--- src/hdl/scene_pkg.sv ---
// scene_pkg: shared screen timing, tile geometry, FIFO sizing, palette and entity word layout
package scene_pkg;

  // horizontal timing, in pixels
  localparam int h_active   = 64;
  localparam int h_front    = 4;
  localparam int h_sync_len = 8;
  localparam int h_total    = 80;  // leaves 4 px back porch

  // vertical timing, in lines
  localparam int v_active   = 64;
  localparam int v_front    = 2;
  localparam int v_sync_len = 2;
  localparam int v_total    = 70;

  // sync windows, derived from the porches
  localparam int h_sync_start = h_active + h_front;
  localparam int h_sync_end   = h_sync_start + h_sync_len;
  localparam int v_sync_start = v_active + v_front;
  localparam int v_sync_end   = v_sync_start + v_sync_len;

  localparam int h_cnt_w = $clog2(h_total);  // 7 bits for 0..79
  localparam int v_cnt_w = $clog2(v_total);

  // tile grid
  localparam int tile_px    = 4;   // tile edge in pixels
  localparam int grid_tiles = 16;  // tiles per screen edge
  localparam int sub_w      = $clog2(tile_px);     // pixel within tile
  localparam int tile_w     = $clog2(grid_tiles);  // tile index per axis
  localparam int pos_w      = sub_w + tile_w;      // active area position

  // pixel buffer, one slot per credit
  localparam int fifo_depth = 8;
  localparam int fifo_ptr_w = $clog2(fifo_depth);
  localparam int credit_w   = $clog2(fifo_depth + 1);  // must hold the full count

  localparam logic [3:0] id_unused = 4'hf;  // channel empty

  // palette, rr gg bb
  localparam logic [5:0] colour_fg = 6'b111100;  // yellow
  localparam logic [5:0] colour_bg = 6'b000011;  // blue

  // entity word: [13:10] id, [9:8] orientation, [7:0] location
  typedef struct packed {
    logic [3:0] id;
    logic [1:0] orient;  // bit 0 flips columns, bit 1 flips rows
    logic [7:0] tile;    // row * 16 + col
  } entity_flat_t;

  typedef struct packed {
    logic [3:0]        id;
    logic [1:0]        orient;
    logic [tile_w-1:0] row;  // high nibble of the location
    logic [tile_w-1:0] col;
  } entity_grid_t;

  typedef union packed {
    entity_flat_t flat;
    entity_grid_t grid;
  } entity_word_t;

endpackage
--- src/hdl/scene_top.sv ---
// scene_top: renderer, pixel FIFO and VGA scanout joined by the credit loop
`timescale 1ns/1ps

module scene_top import scene_pkg::*; (
  input  logic         clk,
  input  logic         rst,
  input  entity_word_t entity,
  output logic         hsync,
  output logic         vsync,
  output logic [5:0]   rgb
);

  logic push;
  logic push_bit;
  logic pop;
  logic head_bit;
  logic credit_return;  // scanout back to renderer

  tile_renderer u_renderer (
    .clk           (clk),
    .rst           (rst),
    .entity        (entity),
    .credit_return (credit_return),
    .push          (push),
    .push_bit      (push_bit)
  );

  pixel_fifo u_fifo (
    .clk      (clk),
    .rst      (rst),
    .push     (push),
    .push_bit (push_bit),
    .pop      (pop),
    .head_bit (head_bit)
  );

  vga_scanout u_scanout (
    .clk           (clk),
    .rst           (rst),
    .head_bit      (head_bit),
    .pop           (pop),
    .credit_return (credit_return),
    .hsync         (hsync),
    .vsync         (vsync),
    .rgb           (rgb)
  );

endmodule

--- src/hdl/vga_scanout.sv ---
// vga_scanout: sync timing generator that pops one pixel per active clock and returns credits
`timescale 1ns/1ps

module vga_scanout import scene_pkg::*; (
  input  logic       clk,
  input  logic       rst,
  input  logic       head_bit,
  output logic       pop,
  output logic       credit_return,
  output logic       hsync,
  output logic       vsync,
  output logic [5:0] rgb
);

  logic [h_cnt_w-1:0] h_cnt;  // pixel within line
  logic [v_cnt_w-1:0] v_cnt;  // line within frame
  logic               line_end;
  logic               frame_end;
  logic               active;
  logic               hs_raw;
  logic               vs_raw;

  assign line_end  = h_cnt == h_cnt_w'(h_total - 1);
  assign frame_end = v_cnt == v_cnt_w'(v_total - 1);
  assign active    = (h_cnt < h_cnt_w'(h_active)) && (v_cnt < v_cnt_w'(v_active));

  // every active pixel consumes one FIFO slot and frees one credit
  assign pop           = active;
  assign credit_return = active;

  // active low sync pulses
  assign hs_raw = !((h_cnt >= h_cnt_w'(h_sync_start)) && (h_cnt < h_cnt_w'(h_sync_end)));
  assign vs_raw = !((v_cnt >= v_cnt_w'(v_sync_start)) && (v_cnt < v_cnt_w'(v_sync_end)));

  // reset parks on the last pixel of the frame, so pixel 0 of line 0
  // follows one cycle after release
  always_ff @(posedge clk) begin
    if (rst) begin
      h_cnt <= h_cnt_w'(h_total - 1);
      v_cnt <= v_cnt_w'(v_total - 1);
    end else if (line_end) begin
      h_cnt <= '0;
      v_cnt <= frame_end ? '0 : v_cnt + 1'b1;
    end else begin
      h_cnt <= h_cnt + 1'b1;
    end
  end

  // outputs one cycle behind the counters, syncs stay aligned with rgb
  always_ff @(posedge clk) begin
    if (rst) begin
      hsync <= 1'b1;  // idle high
      vsync <= 1'b1;
      rgb   <= '0;
    end else begin
      hsync <= hs_raw;
      vsync <= vs_raw;
      if (active) begin
        rgb <= head_bit ? colour_fg : colour_bg;
      end else begin
        rgb <= '0;  // black in blanking
      end
    end
  end

endmodule

--- src/hdl/pixel_fifo.sv ---
// pixel_fifo: circular buffer of rendered pixel bits between renderer and scanout
`timescale 1ns/1ps

module pixel_fifo import scene_pkg::*; (
  input  logic clk,
  input  logic rst,
  input  logic push,
  input  logic push_bit,
  input  logic pop,
  output logic head_bit
);

  logic [fifo_depth-1:0] mem;     // one bit per slot
  logic [fifo_ptr_w-1:0] wr_ptr;  // next slot to fill
  logic [fifo_ptr_w-1:0] rd_ptr;  // oldest pixel

  // credits bound the occupancy, so no full check here
  always_ff @(posedge clk) begin
    if (push) begin
      mem[wr_ptr] <= push_bit;
    end
  end

  // depth is a power of two, pointers wrap on overflow
  always_ff @(posedge clk) begin
    if (rst) begin
      wr_ptr <= '0;
    end else if (push) begin
      wr_ptr <= wr_ptr + 1'b1;
    end
  end

  always_ff @(posedge clk) begin
    if (rst) begin
      rd_ptr <= '0;
    end else if (pop) begin
      rd_ptr <= rd_ptr + 1'b1;  // scanout pops only in active area
    end
  end

  // head is visible without a pop, scanout samples it in the pop cycle
  assign head_bit = mem[rd_ptr];

endmodule

--- src/hdl/tile_renderer.sv ---
// tile_renderer: walks the active raster and pushes one sprite bit per pixel under credit control
`timescale 1ns/1ps

module tile_renderer import scene_pkg::*; (
  input  logic         clk,
  input  logic         rst,
  input  entity_word_t entity,
  input  logic         credit_return,
  output logic         push,
  output logic         push_bit
);

  logic [pos_w-1:0]    x;        // column of the next pixel to render
  logic [pos_w-1:0]    y;        // line of the next pixel
  logic [credit_w-1:0] credits;  // free slots in the pixel FIFO
  entity_word_t        ent_q;    // entity held for the rest of the frame
  entity_word_t        ent_cur;
  logic                frame_start;
  logic                last_x;
  logic                last_y;
  logic                drained;
  logic                hit;
  logic                sprite_px;

  assign frame_start = (x == '0) && (y == '0);
  assign last_x      = x == pos_w'(h_active - 1);
  assign last_y      = y == pos_w'(v_active - 1);
  assign drained     = credits == credit_w'(fifo_depth);  // FIFO empty, display caught up

  // pixel 0 takes the live input, the rest of the frame the latched copy
  assign ent_cur = frame_start ? entity : ent_q;

  // a new frame waits until the display has taken every pixel of the
  // previous one, so an entity written during blanking lands on the
  // frame shown next
  assign push = (credits != '0) && (!frame_start || drained);

  // tile coordinates from the high bits of the position
  assign hit = (ent_cur.grid.row == y[pos_w-1 -: tile_w]) &&
               (ent_cur.grid.col == x[pos_w-1 -: tile_w]);

  sprite_rom u_sprite_rom (
    .id     (ent_cur.grid.id),
    .orient (ent_cur.grid.orient),
    .row    (y[sub_w-1:0]),  // pixel within the tile
    .col    (x[sub_w-1:0]),
    .px     (sprite_px)
  );

  assign push_bit = hit & sprite_px;  // background elsewhere

  // one credit out per push, one back per pop on the display side
  always_ff @(posedge clk) begin
    if (rst) begin
      credits <= credit_w'(fifo_depth);
    end else begin
      credits <= credits + credit_w'(credit_return) - credit_w'(push);
    end
  end

  // raster position, advances only on a push
  always_ff @(posedge clk) begin
    if (rst) begin
      x <= '0;
      y <= '0;
    end else if (push) begin
      if (last_x) begin
        x <= '0;
        y <= last_y ? '0 : y + 1'b1;  // wrap to next frame
      end else begin
        x <= x + 1'b1;
      end
    end
  end

  // sample the entity as pixel 0 goes out
  always_ff @(posedge clk) begin
    if (push && frame_start) begin
      ent_q <= entity;
    end
  end

endmodule

--- src/hdl/sprite_rom.sv ---
// sprite_rom: 4x4 pattern table for 16 entity ids, with orientation flips applied to row and column
`timescale 1ns/1ps

module sprite_rom import scene_pkg::*; (
  input  logic [3:0]       id,
  input  logic [1:0]       orient,
  input  logic [sub_w-1:0] row,
  input  logic [sub_w-1:0] col,
  output logic             px
);

  logic [15:0]      pat;  // row 0 in [15:12], col 0 is msb of each row
  logic [sub_w-1:0] r, c;

  assign r = orient[1] ? ~row : row;  // vertical flip
  assign c = orient[0] ? ~col : col;  // horizontal flip

  always_comb begin
    case (id)
      4'd0:    pat = 16'h6996;  // ring
      4'd1:    pat = 16'hf888;  // corner bracket
      4'd2:    pat = 16'h8cef;  // stair triangle
      4'd3:    pat = 16'hf00f;
      4'd4:    pat = 16'ha5a5;  // checker
      4'd5:    pat = 16'h0660;  // small block
      4'd6:    pat = 16'hc3c3;
      4'd7:    pat = 16'h1248;  // anti-diagonal
      4'd8:    pat = 16'hff00;
      4'd9:    pat = 16'h3c3c;
      4'd10:   pat = 16'h8421;  // diagonal
      4'd11:   pat = 16'he8e8;
      4'd12:   pat = 16'h4e44;  // arrow up
      4'd13:   pat = 16'h9f9f;
      4'd14:   pat = 16'h7531;
      id_unused: pat = 16'h0000;  // nothing drawn
      default: pat = 16'h0000;
    endcase
  end

  assign px = pat[~{r, c}];  // 15 - index, so msb is top left

endmodule

--- config.mk ---
export PLATFORM = sky130hd
export DESIGN_NAME = scene_top
export DESIGN_NICKNAME = d
export VERILOG_FILES = /design/src/hdl/scene_pkg.sv /design/src/hdl/scene_top.sv /design/src/hdl/vga_scanout.sv /design/src/hdl/pixel_fifo.sv /design/src/hdl/tile_renderer.sv /design/src/hdl/sprite_rom.sv
export SDC_FILE = /design/constraint.sdc
export NUM_CORES = 1
export LEC_CHECK = 0
export ABC_CLOCK_PERIOD_IN_PS = 11600
export BUFFER_PORTS_ARGS = -buffer_cell sky130_fd_sc_hd__clkbuf_2
export CAP_MARGIN = 5
export CORE_AREA = 2 2 96 98
export DETAILED_ROUTE_END_ITERATION = 16
export DIE_AREA = 0 0 98 100
export HOLD_SLACK_MARGIN = 0.03
export PLACE_DENSITY_LB_ADDON = 0.25
export SETUP_SLACK_MARGIN = 0.02
export SYNTH_ARGS = -nofsm -noshare
export SYNTH_HDL_FRONTEND = slang
export SYNTH_SLANG_ARGS = --single-unit
--- constraint.sdc ---
create_clock -name clk -period 11.6 [get_ports clk]
set_clock_uncertainty 0.1 [all_clocks]
set_input_delay 1.74 -clock clk [delete_from_list [all_inputs] [get_ports clk]]
set_output_delay 1.74 -clock clk [all_outputs]
set_load 0.1 [all_outputs]
Yosys cells after proc, flatten, opt, wreduce, memory -nomap -nowiden:

Memory sizes are Yosys's and may differ from the RTL's.
Cells that the tools add are included.

* register bits after elaboration: 66
* ROM bits: 256
* bits of input ports: 16
* output and inout port bits: 8
* memories kept: 1

Memories
* (name not given): words 16, bits a word 16, rd ports 1, clocked after memory_dff 0, wr ports 0, line sprite_rom.sv:19 `case (id)`

* add/subtract/negate cells: 8
* $lt $le $gt $ge: 10
* equal/unequal tests: 7
* muxes and demuxes: 15
* bitwise operators: 5
* reduce and logical (&&, ||, !) cells: 18

Operator list (number)
* less-than comparator 7 bit, second input constant: 4
* 2-to-1 mux 6 bit: 3
* adder 7 x 1 -> 7 bit, second input constant: 2
* == test 7 bit, second input constant: 2
* greater-or-equal comparator 7 bit, second input constant: 2
* 2-to-1 mux 14 bit: 1
* 2-to-1 mux 7 bit: 2
* adder 6 x 1 -> 6 bit, second input constant: 2
* == test 6 bit, second input constant: 2
* logical NOT 6 bit: 2
* bitwise mux 8 bit: 1
* == test 4 bit: 2
* logical AND 1 bit: 8
* less-than comparator 3 x 4 -> 1 bit, second input constant: 2
* adder 3 x 1 -> 3 bit, second input constant: 2
* less-than comparator 4 x 5 -> 1 bit, second input constant: 1
* adder 4 x 1 -> 4 bit: 1
* binary-select mux 1 bit (select 4 bit): 1
* == test 4 bit, second input constant: 1
* 2-to-1 mux 2 bit: 2
* inverter 2 bit: 2
* inverter 4 bit: 1
* nonzero test 4 bit: 1
* OR reduction 2 bit: 2
* other kinds (10): 14

Depth between registers and ports, before layout:

Gate-level depths: netlist of run 1.

* depth after elaboration: 9
* mapped depth: 16
* mapped depth without buffers: 14

Cells and area by module:

From an unflattened synthesis of run 1, not the netlist that was laid out.

* cells, all modules: 404
* area total of the unflattened synthesis: 3908.7 um2

Modules (own cells, without submodules)
* tile_renderer: times used 1, cells an instance 157, area each 1689.1 um2
* vga_scanout: times used 1, cells an instance 90, area each 872.1 um2
* sprite_rom: times used 1, cells an instance 111, area each 742.0 um2
* pixel_fifo: times used 1, cells an instance 46, area each 605.6 um2

Worst setup path before layout of run 1:

Ideal clock, no wire load.

* path kind: input to register
* start: in entity[11] (netlist bit)
* end: reg u_fifo.mem[0] (data pin)
* library setup time: 0.221 ns
* data arrival time: 3.712 ns
* required time: 11.279 ns
* path slack: 7.567 ns
* stages on the path: 10
* path buffers: 0
* cell sequence: inv_1 -> nor2_1 -> a21oi_1 -> ha_1 -> a21oi_1 -> a21o_1 -> a221oi_1 -> a311oi_1 -> o41a_1 -> a211oi_2

* cells in the longest elaborated chain, start to end: 6

Ends and longest elaborated chain
* from (decl): line scene_top.sv:7 `input entity_word_t entity,`
* 2-to-1 mux 14 bit: line tile_renderer.sv:31 `assign ent_cur = frame_start ? entity : ent_q;`
* memory read (16 x 16 bit)
* binary-select mux 1 bit (select 4 bit): line sprite_rom.sv:40 `assign px = pat[~{r, c}];`
* 2-to-1 mux 1 bit (not written as such): line sprite_rom.sv:40
* bitwise AND 1 bit: line tile_renderer.sv:50 `assign push_bit = hit & sprite_px;`
* via push_bit: line scene_top.sv:14 `logic push_bit;`
* bitwise mux 8 bit: line pixel_fifo.sv:20 `mem[wr_ptr] <= push_bit;`
* to (signal, indexed assignment): line pixel_fifo.sv:20
* to (decl): line pixel_fifo.sv:13 `logic [fifo_depth-1:0] mem;`

The timed path passes the listed nets, and every way through them passes these cells. The select of a mux whose other input is x is not followed.
A chain may end at the register's enable or synchronous reset.

Final worst setup path of run 1:

* start: reg u_renderer.x[0]
* end: reg u_fifo.mem[7] (data pin)

* cells in the longest elaborated chain, start to end: 9

Ends and longest elaborated chain
* from (decl): line tile_renderer.sv:13 `logic [pos_w-1:0] x;`
* from (signal assigned): line tile_renderer.sv:71 `x <= x + 1'b1;`
* parallel branches: the longest is 7 deep, another holds memory read (16 x 16 bit)
* bitwise AND 1 bit *: line tile_renderer.sv:50
* via push_bit: line scene_top.sv:14
* bitwise mux 8 bit *: line pixel_fifo.sv:20

Mark *: on every way through the listed nets, which the timed path passes. The select of a mux whose other input is x is not followed.

==> results of run 1 <==
==> cell families after synthesis <==
group / synth area share
AND/OR/NAND/NOR: 0.196
buffers and inverters: 0.0539
XOR/XNOR: 0.0889
flip-flops: 0.382
AO/OA/AOI/OAI: 0.135
multiplexers: 0.0637
adder cells (fa/ha/maj): 0.0804
==> final cells by class <==
class | instances | area share
Clock inverter | 6 | 0.0144
Inverter | 22 | 0.0198
Sequential cell | 62 | 0.351
Tap cell | 111 | 0.0334
Multi-Input combinational cell | 305 | 0.519
Timing Repair Buffer | 25 | 0.0313
Clock buffer | 10 | 0.0307
==> final timing paths <==
path	to	slack, ns	cells past startpoint
max	u_fifo.mem[7]	7.10	12
min	u_scanout.vsync	0.35	1
max reg2reg	u_fifo.mem[7]	7.10	12
min reg2reg	u_scanout.vsync	0.35	1
==> registers in the layout, summed over array words and instances (netlist names) <==
register and count:
u_renderer.y 6, u_scanout.vsync 1, u_fifo.mem 8, u_scanout.rgb 2
u_scanout.v_cnt 7, u_fifo.rd_ptr 3, u_renderer.credits 4, u_scanout.h_cnt 7
u_renderer.ent_q 14, u_fifo.wr_ptr 3, u_renderer.x 6, u_scanout.hsync 1
==> worst max-delay path, cell delays in order, from the launching register on <==
cell	delay (ns)
dfxtp_1	0.37
inv_1	0.13
ha_1	0.18
nor4bb_4	0.38
nand3_2	0.60
a21oi_1	0.69
ha_1	0.37
a21oi_1	0.07
a21o_1	0.15
a221oi_1	0.26
a311oi_1	0.10
o41a_1	0.46
a211oi_2	0.40
==> layout by cell type, fill, tap and decap left out, types with 3 or more instances in the layout <==
master and n:
o21ai_0 16, nand2b_1 11, a211oi_1 4, o211ai_1 3
clkbuf_2 23, a21o_1 5, a311oi_1 4, mux2i_1 15
o21bai_1 3, inv_1 22, ha_1 23, nand4_1 7
edfxtp_1 22, nor4_1 4, nor2_1 44, nand3_1 12
and3_1 7, or3_1 3, xor2_1 14, xnor2_1 23
nor3_1 16, clkbuf_8 9, dfxtp_1 40, nand2_1 33
a21oi_1 16
==> stage by stage <==
step / hold slack, ns / utilization / instance area [um2] / setup WS (ns)
global placement: 0.331 / 0.447 / 3970 / 7.04
global route: 0.379 / 0.468 / 4160 / 6.68
CTS: 0.355 / 0.468 / 4160 / 7.03
detailed placement: 0.332 / 0.447 / 3970 / 6.91
finish: 0.353 / 0.468 / 4160 / 7.10
floorplan: 0.309 / - / 3830 / 7.57
==> metal layers <==
| metal | vias up | wire length, um | part of all wire | GRT usage |
|---|---|---|---|---|
| li1 | 1490 | - | - | - |
| met1 | 1398 | 3730 | 0.46 | 0.231 |
| met2 | 61 | 3830 | 0.48 | 0.286 |
| met3 | 17 | 313 | 0.039 | 0.0348 |
| met4 | 0 | 163 | 0.020 | 0.0609 |
| met5 | - | 0 | 0 | 0 |
==> power groups by stage <==
stage	clock, uW	combinational, uW	sequential, uW
global route	198	784	369
finish	186	697	360
floorplan	0	563	353
CTS	192	698	360
detailed placement	0	694	364
global placement	0	695	362
==> impl_metrics.env, run 1 <==
export IMPL_vias=2966
export IMPL_grt_max_degree=37
export IMPL_drv_slew=0
export IMPL_grt_pass1_wl_mm=13.8
export IMPL_nets=465
export IMPL_syn_instance_count=412
export IMPL_via_per_inst=5.48
export IMPL_drt_iter0_markers=109
export IMPL_tightest_slew_ns=0.779
export IMPL_cp_arrival_ns=4.49
export IMPL_finalWirelength_mm=8.04
export IMPL_hold_viol_final=0
export IMPL_synthTopCellsByCount="nor2_1, dfxtp_1, nand2_1"
export IMPL_multi_input_area_mm2=0.00216
export IMPL_die_area_mm2=0.00980
export IMPL_timing_setup_tns_ns=0
export IMPL_ys_warn_count=0
export IMPL_min_period_ns=4.50
export IMPL_core_mm2=0.00889
export IMPL_grt_pass1_vias=2870
export IMPL_tritoncts="built"
export IMPL_worst_setup_path_end_kind="flip-flop"
export IMPL_dp_cells=525
export IMPL_synth_seq_cells=62
export IMPL_boundaryPins=24
export IMPL_synth_seq_area_share=0.382
export IMPL_track_usage=0.174
export IMPL_syn_nets=452
export IMPL_async_reset_ff_frac=0
export IMPL_cts_buffers_inserted=9
export IMPL_p_clk_frac=0.150
export IMPL_fmax_mhz=222
export IMPL_worst_ep_required_time_ns=11.59
export IMPL_io_buffers=23
export IMPL_post_route_cells_drive_above_1_share=0.126
export IMPL_fin_crit_sh=0.388
export IMPL_status="completed"
export IMPL_gr_total_overflow=0
export IMPL_worstSetupStartpointType="flip-flop"
export IMPL_row_count=35
export IMPL_drc=0
export IMPL_synth_most_common_cell="nor2_1"
export IMPL_antenna_found_initial=0
export IMPL_synth_top_area_cell="dfxtp_1"
export IMPL_synth_area_mm2=0.00383
export IMPL_p_switching_uw=566
export IMPL_startpoint="u_renderer.x[0]"
export IMPL_p_int_uw=677
export IMPL_fp_dieH_um=100
export IMPL_clockBufferDepth=2
export IMPL_ys_types=61
export IMPL_root_buffer="clkbuf_8"
export IMPL_synthFlopType="dfxtp_1"
export IMPL_htreeDepth=3
export IMPL_min_from="u_scanout.v_cnt[1]"
export IMPL_p_total_uw=1240
export IMPL_synth_edf_count=22
export IMPL_power_frac_comb=0.561
export IMPL_dp_hpwl_mm=5.99
export IMPL_power_leakage_uw=0.00162
export IMPL_hp_class="flip-flop to flip-flop"
export IMPL_worstPathMaxFanout=28
export IMPL_final_seq_area_mm2=0.00146
export IMPL_fin_cells=541
export IMPL_initial_core_util=0.431
export IMPL_synth_top_area_share=0.209
export IMPL_maxCapViolations=0
export IMPL_clk_transition_reported_paths_ns=0.07
export IMPL_antenna_cells=0
export IMPL_cts_sinks=62
export IMPL_p_sw_frac=0.455
export IMPL_synth_area_leaders="dfxtp_1, edfxtp_1, ha_1"
export IMPL_first_pass_iters=5
export IMPL_cts_setup_buffers=0
export IMPL_relSlewSlack=0.480
export IMPL_cts_hold_buf=0
export IMPL_ir_worst_vdd_v=0.000146
export IMPL_rsz0062_at_grt="no"
export IMPL_p_seq_frac=0.289
export IMPL_syn2layout_area_growth_pct=8.70
export IMPL_fillers=855
export IMPL_drtAntennaViolNets=0
export IMPL_routedWlPerCell_um=14.9
export IMPL_clk_latency_ns=0.35
export IMPL_syn_avg_cell_area_um2=9.29
export IMPL_critPathKind="flip-flop to flip-flop"
export IMPL_die_w_um=98
export IMPL_r2r_start="u_renderer.x[0]"
export IMPL_place_congestion=0.856
export IMPL_cellPowerDensity_mw_per_mm2=299
export IMPL_cts_resized=0
export IMPL_setup_viol=0
(Power assumes the default switching activity.)
==> run 2: changes to the inputs <==
--- a/config.mk
+++ b/config.mk
@@ -5,7 +5,7 @@
 export SDC_FILE = /design/constraint.sdc
 export NUM_CORES = 1
 export LEC_CHECK = 0
-export ABC_CLOCK_PERIOD_IN_PS = 11600
+export ABC_CLOCK_PERIOD_IN_PS = 4260
 export BUFFER_PORTS_ARGS = -buffer_cell sky130_fd_sc_hd__clkbuf_2
 export CAP_MARGIN = 5
 export CORE_AREA = 2 2 96 98
==> constraint.sdc (replaced) <==
create_clock -name clk -period 4.26 [get_ports clk]
set_clock_uncertainty 0.1 [all_clocks]
set_input_delay 0.639 -clock clk [delete_from_list [all_inputs] [get_ports clk]]
set_output_delay 0.639 -clock clk [all_outputs]
set_load 0.1 [all_outputs]
==> impl_metrics.env, run 2 (synthesized netlist as in run 1, its figures left out) <==
export IMPL_antenna_found_initial=0
export IMPL_relSlewSlack=0.250
export IMPL_grt_pass1_vias=2850
export IMPL_nets=467
export IMPL_grt_max_degree=37
export IMPL_final_area_mm2=0.00418
export IMPL_maxCapViolations=0
export IMPL_drt_iter0_markers=196
export IMPL_post_route_cells_drive_above_1_share=0.134
export IMPL_worstPathMaxFanout=8
export IMPL_worstSetupStartpointType="flip-flop"
export IMPL_rsz0062_at_grt="no"
export IMPL_drc=0
export IMPL_gr_total_overflow=0
export IMPL_first_pass_iters=5
export IMPL_vias=3043
export IMPL_row_count=35
export IMPL_cts_sinks=62
export IMPL_critPathKind="flip-flop to flip-flop"
export IMPL_p_total_uw=3400
export IMPL_fmax_mhz=261
export IMPL_worstSetupEndpoint="u_fifo.mem[4]"
export IMPL_r2r_start="u_renderer.x[0]"
export IMPL_cellPowerDensity_mw_per_mm2=815
export IMPL_hold_viol_final=0
export IMPL_worst_ep_required_time_ns=4.26
export IMPL_clk_transition_reported_paths_ns=0.08
export IMPL_root_buffer="clkbuf_8"
export IMPL_largestRegisters="u_renderer.ent_q: 14 flops, u_fifo.mem: 8 flops"
export IMPL_setup_viol=0
export IMPL_worst_setup_path_end_kind="flip-flop"
export IMPL_die_area_mm2=0.00980
export IMPL_regToRegSetupSlack_ns=0.42
export IMPL_cts_setup_buffers=0
export IMPL_cts_hold_buf=0
export IMPL_dp_cells=527
export IMPL_min_period_ns=3.84
export IMPL_r2r_end="u_fifo.mem[4]"
export IMPL_clockBufferDepth=2
export IMPL_cts_resized=0
export IMPL_initial_core_util=0.431
export IMPL_die_w_um=98
export IMPL_layout_commonest_cell="nor2_1"
export IMPL_drtAntennaViolNets=0
export IMPL_mostFrequentLayoutCells="nor2_1, dfxtp_1, nand2_1"
export IMPL_fp_dieH_um=100
export IMPL_timing_setup_tns_ns=0
export IMPL_boundaryPins=24
export IMPL_io_buffers=23
export IMPL_via_per_inst=5.60
export IMPL_regMostFlops="u_renderer.ent_q"
export IMPL_ir_worst_vdd_v=0.000284
export IMPL_finish_utilization=0.470
export IMPL_fin_cells=543
export IMPL_power_leakage_uw=0.00162
export IMPL_grt_pass1_wl_mm=13.6
export IMPL_r2r_cells=13
export IMPL_multi_input_area_mm2=0.00216
export IMPL_place_area_mm2=0.00399
export IMPL_final_seq_area_mm2=0.00146
export IMPL_core_mm2=0.00889
export IMPL_hp_class="flip-flop to flip-flop"
export IMPL_cts_buffers_inserted=9
export IMPL_cp_arrival_ns=3.84
export IMPL_largest_register_ffs=14
export IMPL_finalWirelength_mm=8.01
export IMPL_status="completed"
export IMPL_htreeDepth=3
export IMPL_fillers=853
export IMPL_antenna_cells=0
export IMPL_fin_crit_sh=0.901
export IMPL_routedWlPerCell_um=14.7
export IMPL_clk_latency_ns=0.37
export IMPL_dp_hpwl_mm=5.88
export IMPL_tritoncts="built"
export IMPL_track_usage=0.174
export IMPL_tightest_slew_ns=1.12
export IMPL_place_congestion=0.938
export IMPL_drv_slew=0
export IMPL_startpoint="u_renderer.x[0]"
export IMPL_syn2layout_area_growth_pct=9.09
[run 2: layer usage]
| layer | part of all wire | GRT usage | vias to the layer above |
|---|---|---|---|
| met4 | 0.028 | 0.0940 | 0 |
| li1 | - | - | 1497 |
| met2 | 0.47 | 0.271 | 86 |
| met1 | 0.44 | 0.224 | 1439 |
| met3 | 0.057 | 0.0411 | 21 |
| met5 | 0 | 0 | - |
[run 2: layout make-up]
cell class | instances | share of cell area
clock buffer | 9 | 0.0297
inverter | 22 | 0.0198
sequential | 62 | 0.350
timing repair buffer | 27 | 0.0348
multi-input combinational | 305 | 0.518
clock inverter | 7 | 0.0144
tap | 111 | 0.0333
[run 2: report_power, final]
part	switching (uW)	internal (uW)	leakage, uW
Clock	273	222	0.0000931
Combinational	1160	768	0.00100
Sequential	160	823	0.000532
[run 2: per-stage QoR]
stage | hold slack [ns] | worst slack (ns)
finish | 0.354 | 0.422
global route | 0.351 | 0.0407
CTS | 0.350 | 0.336
detailed placement | 0.350 | 0.363
global placement | 0.340 | 0.518
floorplan | 0.309 | 0.609
[run 2: critical path, stage by stage (launching register included)]
cell	delay, ns
dfxtp_1	0.37
inv_1	0.12
ha_1	0.16
nor4bb_4	0.38
and3_1	0.30
nand2_1	0.07
o21ai_1	0.22
inv_1	0.21
ha_1	0.24
nand2b_1	0.16
a221oi_1	0.30
a311oi_1	0.09
o41a_1	0.45
a211oi_2	0.41
[run 2: how the worst min path moves through the flow]
stage / from / end / slack, ns / cells after the start
CTS: entity[2] / u_renderer.ent_q[2] / 0.35 / 1
floorplan: u_scanout.v_cnt[1] / u_scanout.vsync / 0.31 / 1
finish: u_scanout.v_cnt[1] / u_scanout.vsync / 0.35 / 1
detailed placement: u_scanout.v_cnt[1] / u_scanout.vsync / 0.35 / 1
global route: entity[5] / u_renderer.ent_q[5] / 0.35 / 1
global placement: u_scanout.v_cnt[1] / u_scanout.vsync / 0.34 / 1
==> run 3: changes to the inputs <==
--- a/config.mk
+++ b/config.mk
@@ -13,6 +13,7 @@
 export DIE_AREA = 0 0 98 100
 export HOLD_SLACK_MARGIN = 0.03
 export PLACE_DENSITY_LB_ADDON = 0.25
+export RECOVER_POWER = 100
 export SETUP_SLACK_MARGIN = 0.02
 export SYNTH_ARGS = -nofsm -noshare
 export SYNTH_HDL_FRONTEND = slang
==> impl_metrics.env, run 3 (synthesized netlist as in run 1, its figures left out) <==
export IMPL_initial_core_util=0.431
export IMPL_fin_crit_sh=0.907
export IMPL_hold_depth=1
export IMPL_post_route_cells_drive_above_1_share=0.0810
export IMPL_place_area_mm2=0.00399
export IMPL_power_leakage_uw=0.00156
export IMPL_track_usage=0.174
export IMPL_nets=467
export IMPL_drc=0
export IMPL_grt_pass1_wl_mm=13.6
export IMPL_row_count=35
export IMPL_mostFrequentLayoutCells="nor2_1, dfxtp_1, nand2_1, xnor2_1, ha_1"
export IMPL_die_w_um=98
export IMPL_cts_setup_buffers=0
export IMPL_htreeDepth=3
export IMPL_clockBufferDepth=2
export IMPL_status="completed"
export IMPL_tightest_slew_ns=1.45
export IMPL_fp_dieH_um=100
export IMPL_clk_transition_reported_paths_ns=0.08
export IMPL_largestRegisters="u_renderer.ent_q: 14 flops, u_fifo.mem: 8 flops"
export IMPL_r2r_cells=10
export IMPL_via_per_inst=5.57
export IMPL_regMostFlops="u_renderer.ent_q"
export IMPL_multi_input_area_mm2=0.00216
export IMPL_hold_viol_final=0
export IMPL_grt_max_degree=37
export IMPL_first_pass_iters=5
export IMPL_drv_slew=0
export IMPL_ir_worst_vdd_v=0.000280
export IMPL_timing_setup_tns_ns=0
export IMPL_min_period_ns=3.86
export IMPL_cts_sinks=62
export IMPL_fin_cells=543
export IMPL_cts_buffers_inserted=9
export IMPL_finalWirelength_mm=8.01
export IMPL_tritoncts="built"
export IMPL_root_buffer="clkbuf_8"
export IMPL_boundaryPins=24
export IMPL_io_buffers=23
export IMPL_antenna_cells=0
export IMPL_die_area_mm2=0.00980
export IMPL_worst_ep_required_time_ns=4.26
export IMPL_worstPathMaxFanout=18
export IMPL_setup_viol=0
export IMPL_core_mm2=0.00889
export IMPL_final_area_mm2=0.00414
export IMPL_place_congestion=0.938
export IMPL_maxCapViolations=0
export IMPL_clk_latency_ns=0.36
export IMPL_hold_path_end="u_scanout.vsync"
export IMPL_routedWlPerCell_um=14.7
export IMPL_min_from="u_scanout.v_cnt[1]"
export IMPL_antenna_found_initial=0
export IMPL_cts_hold_buf=0
export IMPL_cellPowerDensity_mw_per_mm2=818
export IMPL_hp_class="flip-flop to flip-flop"
export IMPL_gr_total_overflow=0
export IMPL_drtAntennaViolNets=0
export IMPL_r2r_end="u_fifo.mem[4]"
export IMPL_largest_register_ffs=14
export IMPL_worstSetupStartpointType="flip-flop"
export IMPL_final_seq_area_mm2=0.00146
export IMPL_fillers=858
export IMPL_dp_hpwl_mm=5.88
export IMPL_layout_commonest_cell="nor2_1"
export IMPL_cts_resized=0
export IMPL_fmax_mhz=259
export IMPL_regToRegSetupSlack_ns=0.40
export IMPL_rsz0062_at_grt="no"
export IMPL_r2r_start="u_renderer.x[0]"
export IMPL_vias=3023
export IMPL_holdWs_ns=0.354
export IMPL_cp_arrival_ns=3.86
export IMPL_grt_pass1_vias=2850
export IMPL_syn2layout_area_growth_pct=8.17
export IMPL_dp_cells=527
export IMPL_critPathKind="flip-flop to flip-flop"
export IMPL_relSlewSlack=0.0338
export IMPL_drt_iter0_markers=207
export IMPL_worst_setup_path_end_kind="flip-flop"
[run 3: how the worst max path moves through the flow]
stage                         start  slack, ns       endpoint
finish              u_renderer.x[0]       0.40  u_fifo.mem[4]
global route        u_renderer.x[1]       0.03  u_fifo.mem[4]
CTS                 u_renderer.x[0]       0.34  u_fifo.mem[4]
detailed placement  u_renderer.x[0]       0.36  u_fifo.mem[3]
global placement    u_renderer.x[0]       0.52  u_fifo.mem[2]
floorplan           u_renderer.x[0]       0.61  u_fifo.mem[0]
[run 3: final cells by class]
class / instances / area share
inverter: 22 / 0.0199
clock buffer: 9 / 0.0299
sequential: 62 / 0.353
timing repair buffer: 27 / 0.0272
tap: 111 / 0.0335
multi-input combinational: 305 / 0.522
clock inverter: 7 / 0.0145
[run 3: critical path, stage by stage, from the launching register on]
cell and delay (ns):
dfxtp_1 0.44, inv_1 0.11, ha_1 0.21, nor4bb_4 0.18, nand3_2 0.20, clkbuf_1 0.82
o21ai_0 0.35, a211oi_1 0.43, nor3_1 0.08, a211o_1 0.31, a211oi_2 0.37
[run 3: layer usage]
metal,vias up,wire length (um),GRT usage
met5,-,0,0
met3,20,505,0.0411
met2,95,3760,0.271
met1,1411,3520,0.224
met4,0,230,0.0940
li1,1497,-,-
[run 3: where the power goes]
part           switching, uW  leakage [uW]  internal, uW
clock network            270     0.0000931           222
logic                   1150      0.000931           756
registers                161      0.000532           823
total                   1590       0.00156          1800
[run 3: per-stage QoR]
stage / total power [uW] / util / setup slack [ns]
after global routing: 3680 / 0.466 / 0.0297
final: 3390 / 0.466 / 0.398
after detailed placement: 2890 / 0.449 / 0.363
after floorplan: 2490 / - / 0.609
after global placement: 2880 / 0.449 / 0.518
after CTS: 3400 / 0.469 / 0.336
